<file path="src/logic/fp_fmt_pkg.sv">
`default_nettype none

package fp_fmt_pkg;

  // FP32 field widths
  localparam int MANT_W = 23;
  localparam int EXP_W  = 8;

  // Unrounded operand from the divider / square root datapath
  localparam int MANT_IN_W = 28;  // Hidden bit, 23 fraction bits, 4 round bits
  localparam int EXP_IN_W  = 10;  // Signed, biased

  localparam int FP16_MANT_W = 10;
  localparam int FP16_EXP_W  = 5;

  localparam int EXP_MAX32 = 255;  // All-ones exponent fields
  localparam int EXP_MAX16 = 31;

  // Canonical quiet NaNs, positive
  localparam logic [31:0] QNAN32 = 32'h7fc0_0000;
  localparam logic [15:0] QNAN16 = 16'h7e00;
  localparam logic [15:0] BOX16  = 16'hffff;  // Upper half of a boxed FP16 result

  // Result word, read as FP32 or as NaN-boxed FP16
  typedef union packed {
    struct packed {
      logic                   sign;
      logic [EXP_W-1:0]       exp;
      logic [MANT_W-1:0]      frac;
    } fp32;
    struct packed {
      logic [15:0]            box;
      logic                   sign;
      logic [FP16_EXP_W-1:0]  exp;
      logic [FP16_MANT_W-1:0] frac;
    } fp16;
  } fp_word_u;

endpackage

`default_nettype wire

</file>
<file path="src/logic/norm_ctrl_pkg.sv">
`default_nettype none

package norm_ctrl_pkg;

  // Rounding mode codes, RISC-V frm encoding
  localparam logic [2:0] RM_RNE = 3'd0;  // Nearest, ties to even
  localparam logic [2:0] RM_RTZ = 3'd1;  // Toward zero
  localparam logic [2:0] RM_RDN = 3'd2;  // Toward -inf
  localparam logic [2:0] RM_RUP = 3'd3;  // Toward +inf
  localparam logic [2:0] RM_RMM = 3'd4;  // Nearest, ties away

  // Bit positions in fflags {NV, DZ, OF, UF, NX}
  localparam int FLAG_NV = 4;
  localparam int FLAG_DZ = 3;
  localparam int FLAG_OF = 2;
  localparam int FLAG_UF = 1;
  localparam int FLAG_NX = 0;

  // Denormal right shift, past this every bit is sticky anyway
  localparam int SHIFT_MAX = 27;
  localparam int SHIFT_W   = 5;

endpackage

`default_nettype wire

</file>
<file path="src/logic/norm_if.sv">
`timescale 1ns/10ps
`default_nettype none

// Held operand between the shift register and the rounder
interface norm_if
  import fp_fmt_pkg::*;
();

  logic [MANT_W:0]              mant;    // Hidden bit on top
  logic [MANT_IN_W-MANT_W-2:0]  rbits;   // Round bits below the FP32 LSB
  logic [EXP_W-1:0]             exp;     // Biased, zero once denormal
  logic                         sign;
  logic                         sticky;  // OR of every bit shifted out
  logic                         uf;      // Tiny before rounding

  // Written by mant_shift_reg
  modport shift_src (
    output mant, rbits, exp, sign, sticky, uf
  );

  // Read by round_pack at capture
  modport round_dst (
    input mant, rbits, exp, sign, sticky, uf
  );

endinterface

`default_nettype wire

</file>
<file path="src/logic/special_case_classify.sv">
`timescale 1ns/10ps
`default_nettype none

module special_case_classify
  import fp_fmt_pkg::*;
  import norm_ctrl_pkg::*;
(
  input  logic [MANT_IN_W-1:0]       mant_in,
  input  logic signed [EXP_IN_W-1:0] exp_in,
  input  logic                       sign_in,
  input  logic                       op_div,
  input  logic                       op_sqrt,
  input  logic                       inf_a,
  input  logic                       inf_b,
  input  logic                       zero_a,
  input  logic                       zero_b,
  input  logic                       nan_a,
  input  logic                       nan_b,
  input  logic                       snan,
  input  logic                       fmt_fp16,
  output logic                       is_special,
  output fp_word_u                   special_word,
  output logic [4:0]                 special_flags,
  output logic [SHIFT_W-1:0]         shift_cnt
);

  logic                       res_nan;
  logic                       res_inf;
  logic                       res_zero;
  logic                       exp_ovf;     // Exponent already at all-ones
  logic signed [EXP_IN_W+1:0] shift_need;  // Shifts to reach exponent 1

  assign exp_ovf = fmt_fp16 ? (exp_in >= EXP_MAX16) : (exp_in >= EXP_MAX32);

  //////////////////////////////////////////////////////////////////////
  // Special operand precedence, first match wins
  //////////////////////////////////////////////////////////////////////
  always_comb
  begin
    res_nan       = 1'b0;
    res_inf       = 1'b0;
    res_zero      = 1'b0;
    special_flags = '0;
    if (nan_a || nan_b)
    begin
      res_nan                = 1'b1;
      special_flags[FLAG_NV] = snan;  // Only signaling NaN raises NV
    end
    else if (inf_a)
    begin
      if ((op_div && inf_b) || (op_sqrt && sign_in))  // inf/inf, sqrt(-inf)
      begin
        res_nan                = 1'b1;
        special_flags[FLAG_NV] = 1'b1;
      end
      else
      begin
        res_inf                = 1'b1;
        special_flags[FLAG_OF] = 1'b1;
      end
    end
    else if (op_div && inf_b)
      res_zero = 1'b1;  // x/inf
    else if (zero_a)
    begin
      if (op_div && zero_b)
      begin
        res_nan                = 1'b1;  // 0/0
        special_flags[FLAG_NV] = 1'b1;
      end
      else
        res_zero = 1'b1;
    end
    else if (op_div && zero_b)
    begin
      res_inf                = 1'b1;  // x/0
      special_flags[FLAG_DZ] = 1'b1;
    end
    else if (op_sqrt && sign_in)
    begin
      res_nan                = 1'b1;
      special_flags[FLAG_NV] = 1'b1;
    end
    else if (exp_ovf)
    begin
      res_inf                = 1'b1;
      special_flags[FLAG_OF] = 1'b1;
    end
  end

  assign is_special = res_nan | res_inf | res_zero;

  // Pack the special pattern in the selected format
  always_comb
  begin
    if (res_nan)
      special_word = fmt_fp16 ? {BOX16, QNAN16} : QNAN32;
    else if (fmt_fp16)
    begin
      special_word.fp16.box  = BOX16;
      special_word.fp16.sign = sign_in;
      special_word.fp16.exp  = res_inf ? '1 : '0;
      special_word.fp16.frac = '0;
    end
    else
    begin
      special_word.fp32.sign = sign_in;
      special_word.fp32.exp  = res_inf ? '1 : '0;
      special_word.fp32.frac = '0;
    end
  end

  // 0.1x needs one shift more since it loses an exponent step first
  assign shift_need = 1 - exp_in + $signed({1'b0, ~mant_in[MANT_IN_W-1]});

  always_comb
  begin
    if (is_special || shift_need <= 0)
      shift_cnt = '0;
    else if (shift_need >= SHIFT_MAX)
      shift_cnt = SHIFT_W'(SHIFT_MAX);  // Saturate
    else
      shift_cnt = shift_need[SHIFT_W-1:0];
  end

endmodule

`default_nettype wire

</file>
<file path="src/logic/denorm_shift_counter.sv">
`timescale 1ns/10ps
`default_nettype none

module denorm_shift_counter
  import norm_ctrl_pkg::*;
(
  input  logic               clk,
  input  logic               rst,
  input  logic               load,
  input  logic [SHIFT_W-1:0] shift_cnt,
  input  logic               shift,
  output logic               done
);

  logic [SHIFT_W-1:0] cnt;  // Remaining right shifts

  always_ff @(posedge clk)
  begin
    if (rst)
      cnt <= '0;
    else if (load)
      cnt <= shift_cnt;
    else if (shift && (cnt != '0))
      cnt <= cnt - 1'b1;  // Holds at zero
  end

  assign done = (cnt == '0);

endmodule

`default_nettype wire

</file>
<file path="src/logic/mant_shift_reg.sv">
`timescale 1ns/10ps
`default_nettype none

module mant_shift_reg
  import fp_fmt_pkg::*;
(
  input  logic                       clk,
  input  logic                       rst,
  input  logic                       load,
  input  logic                       shift,
  input  logic [MANT_IN_W-1:0]       mant_in,
  input  logic signed [EXP_IN_W-1:0] exp_in,
  input  logic                       sign_in,
  norm_if.shift_src                  nif
);

  logic [MANT_IN_W-1:0]       norm_mant;
  logic signed [EXP_IN_W-1:0] norm_exp;
  logic                       tiny;  // Lands below exponent 1

  //////////////////////////////////////////////////////////////////////
  // Load-time normalization
  //////////////////////////////////////////////////////////////////////
  always_comb
  begin
    if (mant_in[MANT_IN_W-1])
    begin
      norm_mant = mant_in;  // 1.x as is
      norm_exp  = exp_in;
    end
    else
    begin
      norm_mant = {mant_in[MANT_IN_W-2:0], 1'b0};  // 0.1x up by one
      norm_exp  = exp_in - 1;
    end
  end

  assign tiny = (norm_exp <= 0);

  // Operand payload
  always_ff @(posedge clk)
  begin
    if (load)
    begin
      {nif.mant, nif.rbits} <= norm_mant;
      nif.exp               <= tiny ? '0 : norm_exp[EXP_W-1:0];
      nif.sign              <= sign_in;
    end
    else if (shift)
      {nif.mant, nif.rbits} <= {1'b0, nif.mant, nif.rbits[MANT_IN_W-MANT_W-2:1]};
  end

  // Sticky and underflow state
  always_ff @(posedge clk)
  begin
    if (rst)
    begin
      nif.sticky <= 1'b0;
      nif.uf     <= 1'b0;
    end
    else if (load)
    begin
      nif.sticky <= 1'b0;
      nif.uf     <= tiny;
    end
    else if (shift)
      nif.sticky <= nif.sticky | nif.rbits[0];  // Bit falling off the end
  end

endmodule

`default_nettype wire

</file>
<file path="src/logic/round_pack.sv">
`timescale 1ns/10ps
`default_nettype none

module round_pack
  import fp_fmt_pkg::*;
  import norm_ctrl_pkg::*;
(
  input  logic        clk,
  input  logic        rst,
  input  logic        capture,
  input  logic        is_special,
  input  fp_word_u    special_word,
  input  logic [4:0]  special_flags,
  input  logic [2:0]  rnd_mode,
  input  logic        fmt_fp16,
  norm_if.round_dst   nif,
  output logic [31:0] result,
  output logic [4:0]  fflags
);

  logic              lsb;
  logic              guard;
  logic              rnd;
  logic              stk;
  logic              inexact;
  logic              round_up;
  logic [MANT_W+1:0] rnd_inc;   // One at the format LSB
  logic [MANT_W+1:0] mant_sum;  // Carry, hidden bit, fraction
  logic [EXP_W-1:0]  exp_rnd;
  logic              ovf_rnd;
  fp_word_u          calc_word;
  logic [4:0]        calc_flags;

  //////////////////////////////////////////////////////////////////////
  // Guard, round and sticky at the format LSB
  //////////////////////////////////////////////////////////////////////
  always_comb
  begin
    if (fmt_fp16)
    begin
      lsb   = nif.mant[MANT_W-FP16_MANT_W];
      guard = nif.mant[MANT_W-FP16_MANT_W-1];
      rnd   = nif.mant[MANT_W-FP16_MANT_W-2];
      stk   = (|nif.mant[MANT_W-FP16_MANT_W-3:0]) | (|nif.rbits) | nif.sticky;
    end
    else
    begin
      lsb   = nif.mant[0];
      guard = nif.rbits[3];
      rnd   = nif.rbits[2];
      stk   = (|nif.rbits[1:0]) | nif.sticky;
    end
  end

  assign inexact = guard | rnd | stk;

  always_comb
  begin
    case (rnd_mode)
      RM_RNE:  round_up = guard & (rnd | stk | lsb);
      RM_RTZ:  round_up = 1'b0;
      RM_RDN:  round_up = inexact & nif.sign;
      RM_RUP:  round_up = inexact & ~nif.sign;
      RM_RMM:  round_up = guard;
      default: round_up = 1'b0;  // Reserved codes truncate
    endcase
  end

  //////////////////////////////////////////////////////////////////////
  // Increment and renormalize
  //////////////////////////////////////////////////////////////////////
  assign rnd_inc  = fmt_fp16 ? ((MANT_W+2)'(round_up) << (MANT_W - FP16_MANT_W))
                             : (MANT_W+2)'(round_up);
  assign mant_sum = {1'b0, nif.mant} + rnd_inc;

  // Carry out leaves an all-zero fraction, so only the exponent moves
  // Denormal reaching the hidden bit becomes the smallest normal
  assign exp_rnd = nif.uf ? {{(EXP_W-1){1'b0}}, mant_sum[MANT_W]}
                          : nif.exp + mant_sum[MANT_W+1];

  assign ovf_rnd = fmt_fp16 ? (exp_rnd == EXP_MAX16) : (exp_rnd == EXP_MAX32);

  always_comb
  begin
    if (fmt_fp16)
    begin
      calc_word.fp16.box  = BOX16;
      calc_word.fp16.sign = nif.sign;
      calc_word.fp16.exp  = exp_rnd[FP16_EXP_W-1:0];
      calc_word.fp16.frac = mant_sum[MANT_W-1:MANT_W-FP16_MANT_W];
    end
    else
    begin
      calc_word.fp32.sign = nif.sign;
      calc_word.fp32.exp  = exp_rnd;
      calc_word.fp32.frac = mant_sum[MANT_W-1:0];
    end
  end

  always_comb
  begin
    calc_flags          = '0;     // NV and DZ only come from specials
    calc_flags[FLAG_OF] = ovf_rnd;  // Rounded into all-ones
    calc_flags[FLAG_UF] = nif.uf & inexact;
    calc_flags[FLAG_NX] = inexact;
  end

  // Output registers, held until the next capture
  always_ff @(posedge clk)
  begin
    if (rst)
    begin
      result <= '0;
      fflags <= '0;
    end
    else if (capture)
    begin
      result <= is_special ? special_word : calc_word;  // Special wins
      fflags <= is_special ? special_flags : calc_flags;
    end
  end

endmodule

`default_nettype wire

</file>
<file path="src/logic/norm_fsm.sv">
`timescale 1ns/10ps
`default_nettype none

module norm_fsm (
  input  logic clk,
  input  logic rst,
  input  logic req,
  input  logic done,
  output logic load,
  output logic shift,
  output logic capture,
  output logic ack
);

  enum logic [1:0] {IDLE, SHIFT, HOLD} state, state_nxt;

  always_ff @(posedge clk)
  begin
    if (rst)
    begin
      state <= IDLE;
      ack   <= 1'b0;
    end
    else
    begin
      state <= state_nxt;
      ack   <= (state_nxt == HOLD);  // High from capture until req drops
    end
  end

  always_comb
  begin
    state_nxt = state;
    load      = 1'b0;
    shift     = 1'b0;
    capture   = 1'b0;
    case (state)
      IDLE:
      begin
        if (req)
        begin
          load      = 1'b1;  // Operand and shift count in
          state_nxt = SHIFT;
        end
      end
      SHIFT:
      begin
        if (done)
        begin
          capture   = 1'b1;
          state_nxt = HOLD;
        end
        else
          shift = 1'b1;  // One bit per cycle
      end
      HOLD:
      begin
        if (!req)
          state_nxt = IDLE;
      end
      default: state_nxt = IDLE;
    endcase
  end

endmodule

`default_nettype wire

</file>
<file path="src/logic/norm_round_top.sv">
`timescale 1ns/10ps
`default_nettype none

module norm_round_top
  import fp_fmt_pkg::*;
  import norm_ctrl_pkg::*;
(
  input  logic                       clk,
  input  logic                       rst,
  input  logic                       req,
  output logic                       ack,
  input  logic [MANT_IN_W-1:0]       mant_in,
  input  logic signed [EXP_IN_W-1:0] exp_in,
  input  logic                       sign_in,
  input  logic                       op_div,
  input  logic                       op_sqrt,
  input  logic                       inf_a,
  input  logic                       inf_b,
  input  logic                       zero_a,
  input  logic                       zero_b,
  input  logic                       nan_a,
  input  logic                       nan_b,
  input  logic                       snan,
  input  logic [2:0]                 rnd_mode,
  input  logic                       fmt_fp16,  // 0 selects FP32
  output logic [31:0]                result,
  output logic [4:0]                 fflags
);

  logic               load;
  logic               shift;
  logic               capture;
  logic               done;
  logic               is_special;
  fp_word_u           special_word;
  logic [4:0]         special_flags;
  logic [SHIFT_W-1:0] shift_cnt;

  norm_if u_nif ();

  norm_fsm u_fsm (
    .clk     (clk),
    .rst     (rst),
    .req     (req),
    .done    (done),
    .load    (load),
    .shift   (shift),
    .capture (capture),
    .ack     (ack)
  );

  denorm_shift_counter u_cnt (
    .clk       (clk),
    .rst       (rst),
    .load      (load),
    .shift_cnt (shift_cnt),
    .shift     (shift),
    .done      (done)
  );

  special_case_classify u_cls (
    .mant_in       (mant_in),
    .exp_in        (exp_in),
    .sign_in       (sign_in),
    .op_div        (op_div),
    .op_sqrt       (op_sqrt),
    .inf_a         (inf_a),
    .inf_b         (inf_b),
    .zero_a        (zero_a),
    .zero_b        (zero_b),
    .nan_a         (nan_a),
    .nan_b         (nan_b),
    .snan          (snan),
    .fmt_fp16      (fmt_fp16),
    .is_special    (is_special),
    .special_word  (special_word),
    .special_flags (special_flags),
    .shift_cnt     (shift_cnt)
  );

  mant_shift_reg u_sreg (
    .clk     (clk),
    .rst     (rst),
    .load    (load),
    .shift   (shift),
    .mant_in (mant_in),
    .exp_in  (exp_in),
    .sign_in (sign_in),
    .nif     (u_nif.shift_src)
  );

  round_pack u_rnd (
    .clk           (clk),
    .rst           (rst),
    .capture       (capture),
    .is_special    (is_special),
    .special_word  (special_word),
    .special_flags (special_flags),
    .rnd_mode      (rnd_mode),
    .fmt_fp16      (fmt_fp16),
    .nif           (u_nif.round_dst),
    .result        (result),
    .fflags        (fflags)
  );

endmodule

`default_nettype wire

</file>
<file path="config.mk">
export PLATFORM = sky130hd
export DESIGN_NAME = norm_round_top
export DESIGN_NICKNAME = d
export VERILOG_FILES = /design/src/logic/fp_fmt_pkg.sv /design/src/logic/norm_ctrl_pkg.sv /design/src/logic/norm_if.sv /design/src/logic/special_case_classify.sv /design/src/logic/denorm_shift_counter.sv /design/src/logic/mant_shift_reg.sv /design/src/logic/round_pack.sv /design/src/logic/norm_fsm.sv /design/src/logic/norm_round_top.sv
export SDC_FILE = /design/constraint.sdc
export NUM_CORES = 1
export LEC_CHECK = 0
export ABC_AREA = 0
export BUFFER_PORTS_ARGS = -buffer_cell sky130_fd_sc_hd__buf_2
export CAP_MARGIN = 0
export CORE_MARGIN = 4
export CORE_UTILIZATION = 40
export CTS_CLUSTER_DIAMETER = 200
export DETAILED_ROUTE_END_ITERATION = 10
export SETUP_SLACK_MARGIN = 0.1
export SLEW_MARGIN = 20
export SYNTH_ARGS = -nofsm -noshare
export SYNTH_HDL_FRONTEND = slang
export SYNTH_SLANG_ARGS = --single-unit
export TNS_END_PERCENT = 100
</file>
<file path="constraint.sdc">
create_clock -name clk -period 11.1 [get_ports clk]
set_input_delay 1.665 -clock clk [delete_from_list [all_inputs] [get_ports clk]]
set_output_delay 1.665 -clock clk [all_outputs]
set_load 0.02 [all_outputs]
</file>
==> results.json, run 1 <==
{
  "status": "completed",
  "worst-endpoint-required_ns": 11.37,
  "cts_setup_buffers": 0,
  "grt.met1_usage_pct": 28.06,
  "post_synth_inst_count": 605,
  "drt-vias-per-instance": 5.603,
  "clk_root_buffer_cell": "clkbuf_16",
  "dr_total_vias": 4802,
  "tritoncts.num_buffers": 9,
  "hold_path.class": "flip-flop to flip-flop",
  "nNetsFinal": 744,
  "post_synth_edffs": 37,
  "first_pass_grt_wire_length_mm": 23.58,
  "synth_async_sr_flop_share_pct": 0,
  "power_per_cell_area_nw_per_um2": 150.3,
  "core_region_area_um2": 13240,
  "grt_start_max_net_pins": 61,
  "reg2reg_depth": 21,
  "layout-area-overhead-vs-synth_pct": 15.40,
  "wl_mm": 14.77,
  "element_type_at_the_critical_path_start": "primary input",
  "grt_util_met2_pct": 30.07,
  "report.final.slew_viol_count": 0,
  "routed_wire_length_per_instance_um": 17.24,
  "start_point_of_the_critical_path": "fmt_fp16",
  "postSynthNetCount": 673,
  "cts_hold_buf": 0,
  "globalplace.congestion": 0.8178,
  "yosysSeqAreaShare_pct": 38.03,
  "number_of_cells_upsized_or_downsized_after_cts": 0,
  "grt_setup_unrepaired": "no",
  "number_of_antenna_violations_at_the_first_check_in_global_routing": 0,
  "ioPinCount": 93,
  "num_antenna_cells": 0,
  "vdd_ir_drop_max_mv": 0.06913,
  "finalHoldViolCount": 0,
  "ant_nets": 0,
  "post_route_setup_slack_ns": 5.541,
  "crit-reg2reg-launch": "u_sreg.nif.mant[5]$_DFFE_PP_",
  "max_clock_freq_mhz": 179.9,
  "floorplan.rows": 42,
  "floorplan.die_area_um2": 15410,
  "h_tree_lvls": 3,
  "p_leak_nw": 2.477,
  "clk_pin_slew_ns": 0.06,
  "io_buffers": 92,
  "setup_tns_ns": 0,
  "grt_use_total_pct": 19.66,
  "drive_above_1_share_pct": 20.12,
  "detailedRoute.firstIterationViolations": 276,
  "clock_latency_at_the_later_pin_of_the_worst_skew_pair_ns": 0.34,
  "critical_path_class": "primary input to flip-flop",
  "fin_crit_ns": 5.559,
  "syn-mean-instance-area_um2": 8.918,
  "die_height_um": 124.1,
  "cts_tree": "done",
  "timing.final.setup_violations": 0,
  "maxcap_viol_count": 0,
  "endpoint": "u_rnd.fflags[2]$_SDFFE_PP0P_",
  "filler_cell_count_in_the_final_layout": 1347,
  "yosys_warning_count": 0,
  "grt_most_used_layer": "met2",
  "crit_arrival_ns": 5.83,
  "worst_slew_pin_slew_ns": 1.029,
  "clockBufferDepth": 2,
  "worst_clock_skew_ns": 0.01011,
  "clock_sinks": 84,
  "critical_path.max_fanout": 33,
  "regToRegEndpoint": "u_rnd.fflags[2]$_SDFFE_PP0P_",
  "synth.cell_area_um2": 5395,
  "endpoint_kind": "flip-flop",
  "place_ws_ns": 5.223,
  "detailedPlacementHpwl_mm": 11.17,
  "synth_flop_cell": "dfxtp_1",
  "portion_of_the_clock_cycle_consumed_by_the_worst_path_in_the_final_layout_pct": 50.08,
  "ys_types": 79,
  "global_route.overflow_total": 0,
  "timing.reg2reg.setup_slack_ns": 6.55,
  "ys_ff_latch": 84,
  "first_pass_iters": 5,
  "die_span_in_x_um": 124.1,
  "start_util_pct": 40.74,
  "maxSlewHeadroom_pct": 31.37,
  "grtUsageMet3_pct": 3.497,
  "detail_route.drc_violations": 0,
  "number_of_global_route_vias_before_repair": 4635
}
-- cells by family after synthesis --
| family | share of synthesized area [%] |
|---|---|
| AND/OR/NAND/NOR | 21.54 |
| AO/OA/AOI/OAI | 21.89 |
| flip-flops | 38.03 |
| buffers and inverters | 4.615 |
| XOR/XNOR | 5.682 |
| multiplexers | 5.218 |
| adder cells (fa/ha/maj) | 3.015 |
-- synthesized netlist by cell type (5+ instances only) --
| library cell | count | area share (%) |
|---|---|---|
| a22o_1 | 5 | 0.81 |
| and4_1 | 7 | 1.1 |
| nand4_1 | 8 | 0.93 |
| nand2_1 | 63 | 4.4 |
| inv_1 | 22 | 1.5 |
| a31oi_1 | 6 | 0.70 |
| xor2_1 | 14 | 2.3 |
| a211oi_1 | 5 | 0.70 |
| mux2i_1 | 27 | 5.0 |
| nand3_1 | 22 | 2.0 |
| or3_1 | 8 | 0.93 |
| nand2b_1 | 8 | 0.93 |
| ha_1 | 13 | 3.0 |
| edfxtp_1 | 37 | 21 |
| nor2_1 | 35 | 2.4 |
| dfxtp_1 | 47 | 17 |
| xnor2_1 | 21 | 3.4 |
| o211ai_1 | 5 | 0.70 |
| a21oi_1 | 32 | 3.0 |
| clkbuf_1 | 25 | 1.7 |
| nor3_1 | 15 | 1.4 |
| o21ai_0 | 72 | 6.7 |
| nor2b_1 | 8 | 0.93 |
| nor4_1 | 9 | 1.0 |
-- worst max-delay path, stage by stage --
cell and delay, ns:
buf_2 0.50, a21oi_1 0.21, o41ai_1 0.26, o21ai_0 0.17, nor2_1 0.11, ha_1 0.19
ha_1 0.21, and4_1 0.29, a41oi_1 0.29, nor3_1 0.29, ha_1 0.20, and3_1 0.21
nand3_1 0.11, xnor2_1 0.17, nand2_1 0.08, ha_1 0.29, nand3_1 0.07, nor3_1 0.19
a32oi_1 0.12, a21oi_1 0.18
-- cell type report --
cell class	instances	area, um2	area share [%]
well taps	176	220.2	3.537
clock buffers	12	246.5	3.959
multi-input cells	464	3094	49.70
inverters	22	82.58	1.326
clock inverters	4	47.55	0.7637
repair buffers	95	483.0	7.757
flip-flops and latches	84	2052	32.96
-- routing by layer --
layer	part of all wire, %	wire length, um
met1	47	7007
met2	45	6641
met3	5.3	790
met4	2.3	334
met5	0	0
-- cell usage in the layout (no fill, tap or decap), drive strengths merged, types with 5 or more instances in the layout --
cell | synthesis | final
a211oi | 5 | 5
buf | 10 | 95
dfxtp | 47 | 47
nand2 | 64 | 64
mux2i | 27 | 27
nor2 | 36 | 36
inv | 22 | 23
nor2b | 8 | 8
a22o | 5 | 5
nand4 | 9 | 9
o211ai | 5 | 5
nand2b | 8 | 8
edfxtp | 37 | 37
clkbuf | 25 | 12
and4 | 7 | 7
ha | 13 | 13
a31oi | 7 | 7
or3 | 10 | 10
nand3 | 23 | 23
a21oi | 34 | 34
xnor2 | 21 | 21
xor2 | 14 | 14
nor3 | 15 | 15
nor4 | 10 | 10
o21ai | 75 | 75
-- stage by stage --
stage	total power [mW]	utilization, %	hold WS, ns	instance area [um2]	instances
finish	0.9355	47.01	0.4520	6226	857
global route	0.9867	47.01	0.4618	6226	857
CTS	0.9422	47.01	0.4505	6226	857
detailed placement	0.6422	44.79	0.4416	5932	841
global placement	0.6366	44.79	0.4387	5932	841
floorplan	0.5634	-	0.4398	5395	605
-- report_power, final --
group / internal [mW] / switching, mW
Sequential: 0.375 / 0.0456
Clock: 0.180 / 0.118
Combinational: 0.0780 / 0.138
-- sequential cells by signal, summed over array words and instances (netlist names) --
name               flops
u_cnt.cnt              5
u_fsm.ack              1
u_fsm.state            2
u_rnd.fflags           5
u_rnd.result          32
u_sreg.nif.exp         8
u_sreg.nif.mant       24
u_sreg.nif.rbits       4
u_sreg.nif.sign        1
u_sreg.nif.sticky      1
u_sreg.nif.uf          1
-- worst min-delay path by stage --
stage,slack (ns),start,to,cells past startpoint
final,0.45,u_rnd.fflags[4]$_SDFFE_PP0P_,u_rnd.fflags[4]$_SDFFE_PP0P_,2
after global routing,0.46,u_rnd.fflags[4]$_SDFFE_PP0P_,u_rnd.fflags[4]$_SDFFE_PP0P_,2
after CTS,0.45,u_rnd.fflags[4]$_SDFFE_PP0P_,u_rnd.fflags[4]$_SDFFE_PP0P_,2
after detailed placement,0.44,u_rnd.fflags[4]$_SDFFE_PP0P_,u_rnd.fflags[4]$_SDFFE_PP0P_,2
after global placement,0.44,u_rnd.fflags[4]$_SDFFE_PP0P_,u_rnd.fflags[4]$_SDFFE_PP0P_,2
after floorplan,0.44,u_cnt.cnt[4]$_SDFFE_PP0P_,u_cnt.cnt[4]$_SDFFE_PP0P_,2
No activity file was read; power rests on OpenSTA's default activity.
==> inputs of run 2 (changes only) <==
--- a/config.mk
+++ b/config.mk
@@ -5,7 +5,7 @@
 export SDC_FILE = /design/constraint.sdc
 export NUM_CORES = 1
 export LEC_CHECK = 0
-export ABC_AREA = 0
+export ABC_AREA = 1
 export BUFFER_PORTS_ARGS = -buffer_cell sky130_fd_sc_hd__buf_2
 export CAP_MARGIN = 0
 export CORE_MARGIN = 4
==> constraint.sdc (replaced) <==
create_clock -name clk -period 5.24 [get_ports clk]
set_input_delay 0.786 -clock clk [delete_from_list [all_inputs] [get_ports clk]]
set_output_delay 0.786 -clock clk [all_outputs]
set_load 0.02 [all_outputs]
==> run 2 against run 1 <==
Effect of this change: setup slack worse by 4.9 ns; via count is 12% higher; synthesized cell count is 33% higher; sequential share of layout area is 1.5 points lower; routed wire length is 4.7% higher; largest power group unchanged.
==> results.json, run 2 <==
{
  "element_type_at_the_critical_path_start": "primary input",
  "power_per_cell_area_nw_per_um2": 330.4,
  "clock_sinks": 84,
  "status": "completed",
  "grt_setup_unrepaired": "no",
  "place_ws_ns": 0.1998,
  "ioPinCount": 93,
  "setup_tns_ns": 0,
  "yosys_warning_count": 0,
  "worst_slew_pin_slew_ns": 0.9744,
  "placed_cells_incl_taps": 1052,
  "switching_power_uw": 734.3,
  "post_route_setup_slack_ns": 0.6255,
  "hold_path.startpoint": "u_rnd.fflags[3]$_SDFFE_PP0P_",
  "vdd_ir_drop_max_mv": 0.2548,
  "clockBufferDepth": 2,
  "max_clock_freq_mhz": 216.7,
  "report.final.slew_viol_count": 0,
  "layout-area-overhead-vs-synth_pct": 18.08,
  "final_cells": 1077,
  "largest_reg_flops": 32,
  "tritoncts.num_buffers": 9,
  "maxcap_viol_count": 0,
  "clk_root_buffer_cell": "clkbuf_16",
  "core_region_area_um2": 13350,
  "regToRegEndpoint": "u_rnd.fflags[2]$_SDFFE_PP0P_",
  "routed_wire_length_per_instance_um": 14.36,
  "register_containing_the_most_flip_flops_in_the_final_layout": "u_rnd.result",
  "seq_power_share_pct": 42.4,
  "min_delay_path_depth": 2,
  "clock_latency_at_the_later_pin_of_the_worst_skew_pair_ns": 0.35,
  "crit_arrival_ns": 4.90,
  "hold_worst_path_end": "u_rnd.fflags[3]$_SDFFE_PP0P_",
  "clk_pin_slew_ns": 0.06,
  "netlist_top_cells_count": "205 x nand2_1, 106 x nor2_1, 86 x inv_1",
  "final_cell_mix": "205 x nand2_1, 106 x nor2_1, 91 x buf_2",
  "hold_path.class": "flip-flop to flip-flop",
  "clock_power_share_pct": 31.0,
  "ys_types": 45,
  "yosysSeqAreaShare_pct": 37.21,
  "synth_flop_cell": "dfxtp_1",
  "io_buffers": 92,
  "syn-mean-instance-area_um2": 6.834,
  "globalplace.congestion": 0.9109,
  "floorplan.rows": 42,
  "die_height_um": 125.4,
  "synth.cell_area_um2": 5515,
  "crit-reg2reg-launch": "u_sreg.nif.mant[7]$_DFFE_PP_",
  "synth_async_sr_flop_share_pct": 0,
  "ant_nets": 0,
  "num_antenna_cells": 0,
  "worst_path_max_delay_cell": "nor3_2",
  "timing.final.setup_violations": 0,
  "cell_internal_pwr_mw": 1.417,
  "maxSlewHeadroom_pct": 34.64,
  "dr_total_vias": 5402,
  "critical_path.most_common_cell": "nand3_1",
  "fin_total_pwr_mw": 2.152,
  "endpoint_kind": "flip-flop",
  "number_of_antenna_violations_at_the_first_check_in_global_routing": 0,
  "worst_clock_skew_ns": 0.005275,
  "detailedPlacementHpwl_mm": 11.94,
  "critical_path_class": "primary input to flip-flop",
  "detailedRoute.firstIterationViolations": 340,
  "grt_start_max_net_pins": 42,
  "detail_route.drc_violations": 0,
  "h_tree_lvls": 3,
  "p_leak_nw": 3.019,
  "power.switching_fraction_pct": 34.13,
  "reg2reg_depth": 29,
  "first_pass_iters": 5,
  "synth_largest_type_area_fraction_pct": 20.15,
  "worst-endpoint-required_ns": 5.52,
  "post_synth_inst_count": 807,
  "grt_use_total_pct": 19.66,
  "drt-vias-per-instance": 5.016,
  "final_common_cell": "nand2_1",
  "postSynthNetCount": 875,
  "wl_mm": 15.46,
  "ys_top_cells_by_area": "edfxtp_1 20%, dfxtp_1 17%, nand2_1 14%, nor2_1 7.2%, inv_1 5.9%",
  "ys_ff_latch": 84,
  "timing.reg2reg.setup_slack_ns": 0.66,
  "portion_of_the_clock_cycle_consumed_by_the_worst_path_in_the_final_layout_pct": 88.06,
  "post_synth_edffs": 37,
  "nNetsFinal": 964,
  "cp_slowest_stage_delay_ns": 0.28,
  "floorplan.die_area_um2": 15730,
  "first_pass_grt_wire_length_mm": 25.07,
  "fin_crit_ns": 4.614,
  "global_route.overflow_total": 0,
  "start_util_pct": 41.32,
  "number_of_global_route_vias_before_repair": 4845,
  "critical_path.max_fanout": 16,
  "finalHoldViolCount": 0,
  "synthMostInstantiatedCell": "nand2_1",
  "post-synth-top-area-cell": "edfxtp_1",
  "die_span_in_x_um": 125.4,
  "cts_tree": "done",
  "drive_above_1_share_pct": 17.20,
  "share_comb_of_total_power_pct": 26.7
}
## run 2: stage by stage
step                area [um2]  hold slack, ns  utilization, %
global route              6513          0.4937           48.79
detailed placement        6111          0.4533           45.78
finish                    6513          0.4617           48.79
CTS                       6436          0.4630           48.22
global placement          6111          0.4512           45.78
floorplan                 5515          0.4383               -
## run 2: final cells by class
class                           instances  area (um2)
Timing Repair Buffer                  109       590.6
Sequential cell                        84        2052
Multi-Input combinational cell        603        2989
Inverter                               89       335.3
Tap cell                              176       220.2
Clock buffer                           13       302.8
Clock inverter                          3       22.52
Fill cell                            1396        6835
## run 2: what timing repair did
item | CTS | global route
gates resized for setup | 0 | 2
hold buffers | 0 | 0
buffers inserted | 0 | 9
setup endpoints to repair | 0 | 1
## run 2: critical path, delay by kind of cell
kind	cells	cell delay, ns
and+or+nand+nor	15	2.12
adders and majority gates	4	0.92
AOI/OAI and AO/OA	5	0.69
buffers and inverters	3	0.35
## run 2: cell families (layout without fill, tap and decap cells)
family          Yosys count  after routing  synth area share [%]
simple gates            424            424                 33.46
compound gates          153            153                 15.61
buf+inv                 120            214                 8.711
flops                    84             84                 37.21
fa+ha+maj                13             13                 2.949
xor+xnor                 13             13                 2.064
## run 2: power groups by stage
stage | Combinational, mW | Sequential (mW) | Clock (mW)
finish | 0.574 | 0.911 | 0.666
floorplan | 0.354 | 0.924 | 0
CTS | 0.548 | 0.914 | 0.681
global route | 0.656 | 0.924 | 0.710
detailed placement | 0.545 | 0.928 | 0
global placement | 0.549 | 0.926 | 0
## run 2: worst max path at each step
stage	depth (start not counted)	start	slack (ns)	end
4_1_cts	29	u_sreg.nif.mant[9]$_DFFE_PP_	0.52	u_rnd.fflags[2]$_SDFFE_PP0P_
2_1_floorplan	27	fmt_fp16	1.01	u_rnd.fflags[2]$_SDFFE_PP0P_
3_5_place_dp	26	fmt_fp16	0.20	u_rnd.fflags[2]$_SDFFE_PP0P_
5_1_grt	29	u_sreg.nif.mant[5]$_DFFE_PP_	0.14	u_rnd.fflags[2]$_SDFFE_PP0P_
3_3_place_gp	26	fmt_fp16	0.31	u_rnd.fflags[2]$_SDFFE_PP0P_
6_report	27	fmt_fp16	0.63	u_rnd.fflags[2]$_SDFFE_PP0P_
## run 2: layer usage
layer  up-vias  share of wire [%]  global-route usage [%]
met3        20                5.8                   4.179
li1       2855                  -                       -
met1      2374                 50                   29.05
met5         -                  0                       0
met2       153                 42                   28.73
met4         0                1.7                   5.931
==> inputs of run 3 (changes only) <==
--- a/config.mk
+++ b/config.mk
@@ -8,6 +8,7 @@
 export ABC_AREA = 1
 export BUFFER_PORTS_ARGS = -buffer_cell sky130_fd_sc_hd__buf_2
 export CAP_MARGIN = 0
+export CORE_ASPECT_RATIO = 0.5
 export CORE_MARGIN = 4
 export CORE_UTILIZATION = 40
 export CTS_CLUSTER_DIAMETER = 200
==> run 3 against run 2 <==
Effect of this change: count of clock-buffer cells in the layout is 2 higher; final area decreased by 0.75%; register-to-register slack got worse by 0.099 ns; flip-flop and latch count unchanged; sequential power fell by 0.4%; power decreased by 3.0%; clock power shrank 10%; global-route usage grew 0.68 points; hold slack worse by 0.0013 ns; critical endpoint unchanged; highest routed layer unchanged.
==> results.json, run 3 (synthesized netlist as in run 2, its figures left out) <==
{
  "status": "completed",
  "vdd_ir_drop_max_mv": 0.1623,
  "clk_pin_slew_ns": 0.06,
  "reg2reg_depth": 28,
  "p_leak_nw": 2.991,
  "switching_power_uw": 729.0,
  "drt-vias-per-instance": 5.218,
  "maxSlewHeadroom_pct": 38.88,
  "place_ws_ns": 0.2837,
  "worst_clock_skew_ns": 0.006012,
  "floorplan.rows": 29,
  "path_delay_family": "simple AND/OR/NAND/NOR gates",
  "minimum_hold_slack_ns": 0.4605,
  "cts_hold_buf": 0,
  "fin_crit_ns": 4.679,
  "crit_buf_inv": 3,
  "place_area_um2": 6096,
  "h_tree_lvls": 3,
  "power.switching_fraction_pct": 34.93,
  "first_pass_iters": 5,
  "register_containing_the_most_flip_flops_in_the_final_layout": "u_rnd.result",
  "ant_nets": 0,
  "portion_of_the_clock_cycle_consumed_by_the_worst_path_in_the_final_layout_pct": 89.30,
  "setup_tns_ns": 0,
  "routed_wire_length_per_instance_um": 15.16,
  "worst_slew_pin_slew_ns": 0.9157,
  "ioPinCount": 93,
  "clockBufferDepth": 2,
  "clock_latency_at_the_later_pin_of_the_worst_skew_pair_ns": 0.34,
  "detail_route.drc_violations": 0,
  "report.final.slew_viol_count": 0,
  "fin_total_pwr_mw": 2.087,
  "seq_power_share_pct": 43.5,
  "critical_path.max_fanout": 4,
  "num_antenna_cells": 0,
  "critical_path_class": "flip-flop to flip-flop",
  "floorplan.die_area_um2": 15840,
  "detailedRoute.firstIterationViolations": 356,
  "hold_path.class": "flip-flop to flip-flop",
  "share_comb_of_total_power_pct": 27.9,
  "crit-reg2reg-launch": "u_sreg.nif.mant[4]$_DFFE_PP_",
  "start_util_pct": 42.22,
  "first_pass_grt_wire_length_mm": 26.68,
  "timing.reg2reg.setup_slack_ns": 0.56,
  "grt_use_total_pct": 20.33,
  "cts_tree": "done",
  "layout-area-overhead-vs-synth_pct": 17.20,
  "critical_path.most_common_cell": "nand3_1",
  "filler_cell_count_in_the_final_layout": 1374,
  "clock_power_share_pct": 28.7,
  "tritoncts.num_buffers": 9,
  "grt_start_max_net_pins": 54,
  "core_region_area_um2": 13060,
  "endpoint_kind": "flip-flop",
  "global_route.overflow_total": 0,
  "min_delay_path_depth": 2,
  "final_cell_mix": "205 x nand2_1, 106 x nor2_1, 92 x buf_2",
  "clk_root_buffer_cell": "clkbuf_16",
  "element_type_at_the_critical_path_start": "flip-flop",
  "nNetsFinal": 963,
  "finalHoldViolCount": 0,
  "crit_arrival_ns": 4.94,
  "timing.final.setup_violations": 0,
  "globalplace.congestion": 0.9510,
  "dr_total_vias": 5583,
  "clock_sinks": 84,
  "number_of_global_route_vias_before_repair": 5338,
  "power_per_cell_area_nw_per_um2": 322.9,
  "die_span_in_x_um": 174.1,
  "detailedPlacementHpwl_mm": 12.38,
  "number_of_antenna_violations_at_the_first_check_in_global_routing": 0,
  "drive_above_1_share_pct": 16.89,
  "final_common_cell": "nand2_1",
  "hold_worst_path_end": "u_rnd.result[3]$_SDFFE_PP0P_",
  "hold_path.startpoint": "u_rnd.result[3]$_SDFFE_PP0P_",
  "regToRegEndpoint": "u_rnd.fflags[2]$_SDFFE_PP0P_",
  "grt_setup_unrepaired": "no",
  "cp_slowest_stage_delay_ns": 0.44,
  "die_height_um": 91.03,
  "largest_reg_flops": 32,
  "worst-endpoint-required_ns": 5.50,
  "max_clock_freq_mhz": 213.7,
  "cell_internal_pwr_mw": 1.358,
  "worst_path_max_delay_cell": "edfxtp_1",
  "post_route_setup_slack_ns": 0.5606,
  "io_buffers": 92,
  "maxcap_viol_count": 0,
  "fin_area_um2": 6464,
  "wl_mm": 16.22
}
[run 3: through the flow]
stage,instances,util (%)
floorplan,807,-
global placement,1045,46.67
detailed placement,1045,46.67
CTS,1061,48.76
global route,1070,49.48
finish,1070,49.48
[run 3: power groups by stage]
stage | Sequential, mW | Clock [mW] | Combinational (mW)
after CTS | 0.913 | 0.612 | 0.548
after floorplan | 0.924 | 0 | 0.354
after detailed placement | 0.925 | 0 | 0.543
after global placement | 0.924 | 0 | 0.543
final | 0.907 | 0.598 | 0.582
after global routing | 0.920 | 0.637 | 0.656
[run 3: layout make-up]
class	count	area, um2	share of cell area [%]
Clock buffer	15	269.0	4.162
Clock inverter	1	5.005	0.07743
Inverter	89	335.3	5.188
Multi-Input combinational cell	603	3009	46.55
Sequential cell	84	2052	31.75
Tap cell	170	212.7	3.291
Timing Repair Buffer	108	580.6	8.982
[run 3: per-layer routing]
| layer | up-vias | track usage [%] | wire, um |
|---|---|---|---|
| met5 | - | 0 | 0 |
| met4 | 0 | 3.292 | 132 |
| met3 | 18 | 4.440 | 883 |
| met2 | 137 | 33.25 | 7256 |
| met1 | 2570 | 28.29 | 7948 |
| li1 | 2858 | - | - |
[run 3: worst register-to-register path: cells and delay by family (launching register included)]
kind | cells | cell delay [ns]
buf+inv | 3 | 0.28
simple gates | 18 | 2.43
compound gates | 4 | 0.56
flops | 1 | 0.44
fa+ha+maj | 3 | 0.89
[run 3: timing repair]
action                                  CTS  global route
endpoints found under the hold margin     0             0
resized for setup                         0             5
setup buffers                             0             9
endpoints found under the setup margin    0             1
[run 3: worst max path at each step]
| stage | endpoint | slack (ns) | start | depth (start not counted) |
|---|---|---|---|---|
| 6_report | u_rnd.fflags[2]$_SDFFE_PP0P_ | 0.56 | u_sreg.nif.mant[4]$_DFFE_PP_ | 28 |
| 5_1_grt | u_rnd.fflags[2]$_SDFFE_PP0P_ | 0.09 | u_sreg.nif.mant[4]$_DFFE_PP_ | 28 |
| 4_1_cts | u_rnd.fflags[2]$_SDFFE_PP0P_ | 0.51 | u_sreg.nif.mant[9]$_DFFE_PP_ | 29 |
| 3_5_place_dp | u_rnd.fflags[2]$_SDFFE_PP0P_ | 0.28 | fmt_fp16 | 27 |
| 3_3_place_gp | u_rnd.fflags[2]$_SDFFE_PP0P_ | 0.41 | fmt_fp16 | 27 |
| 2_1_floorplan | u_rnd.fflags[2]$_SDFFE_PP0P_ | 1.01 | fmt_fp16 | 27 |
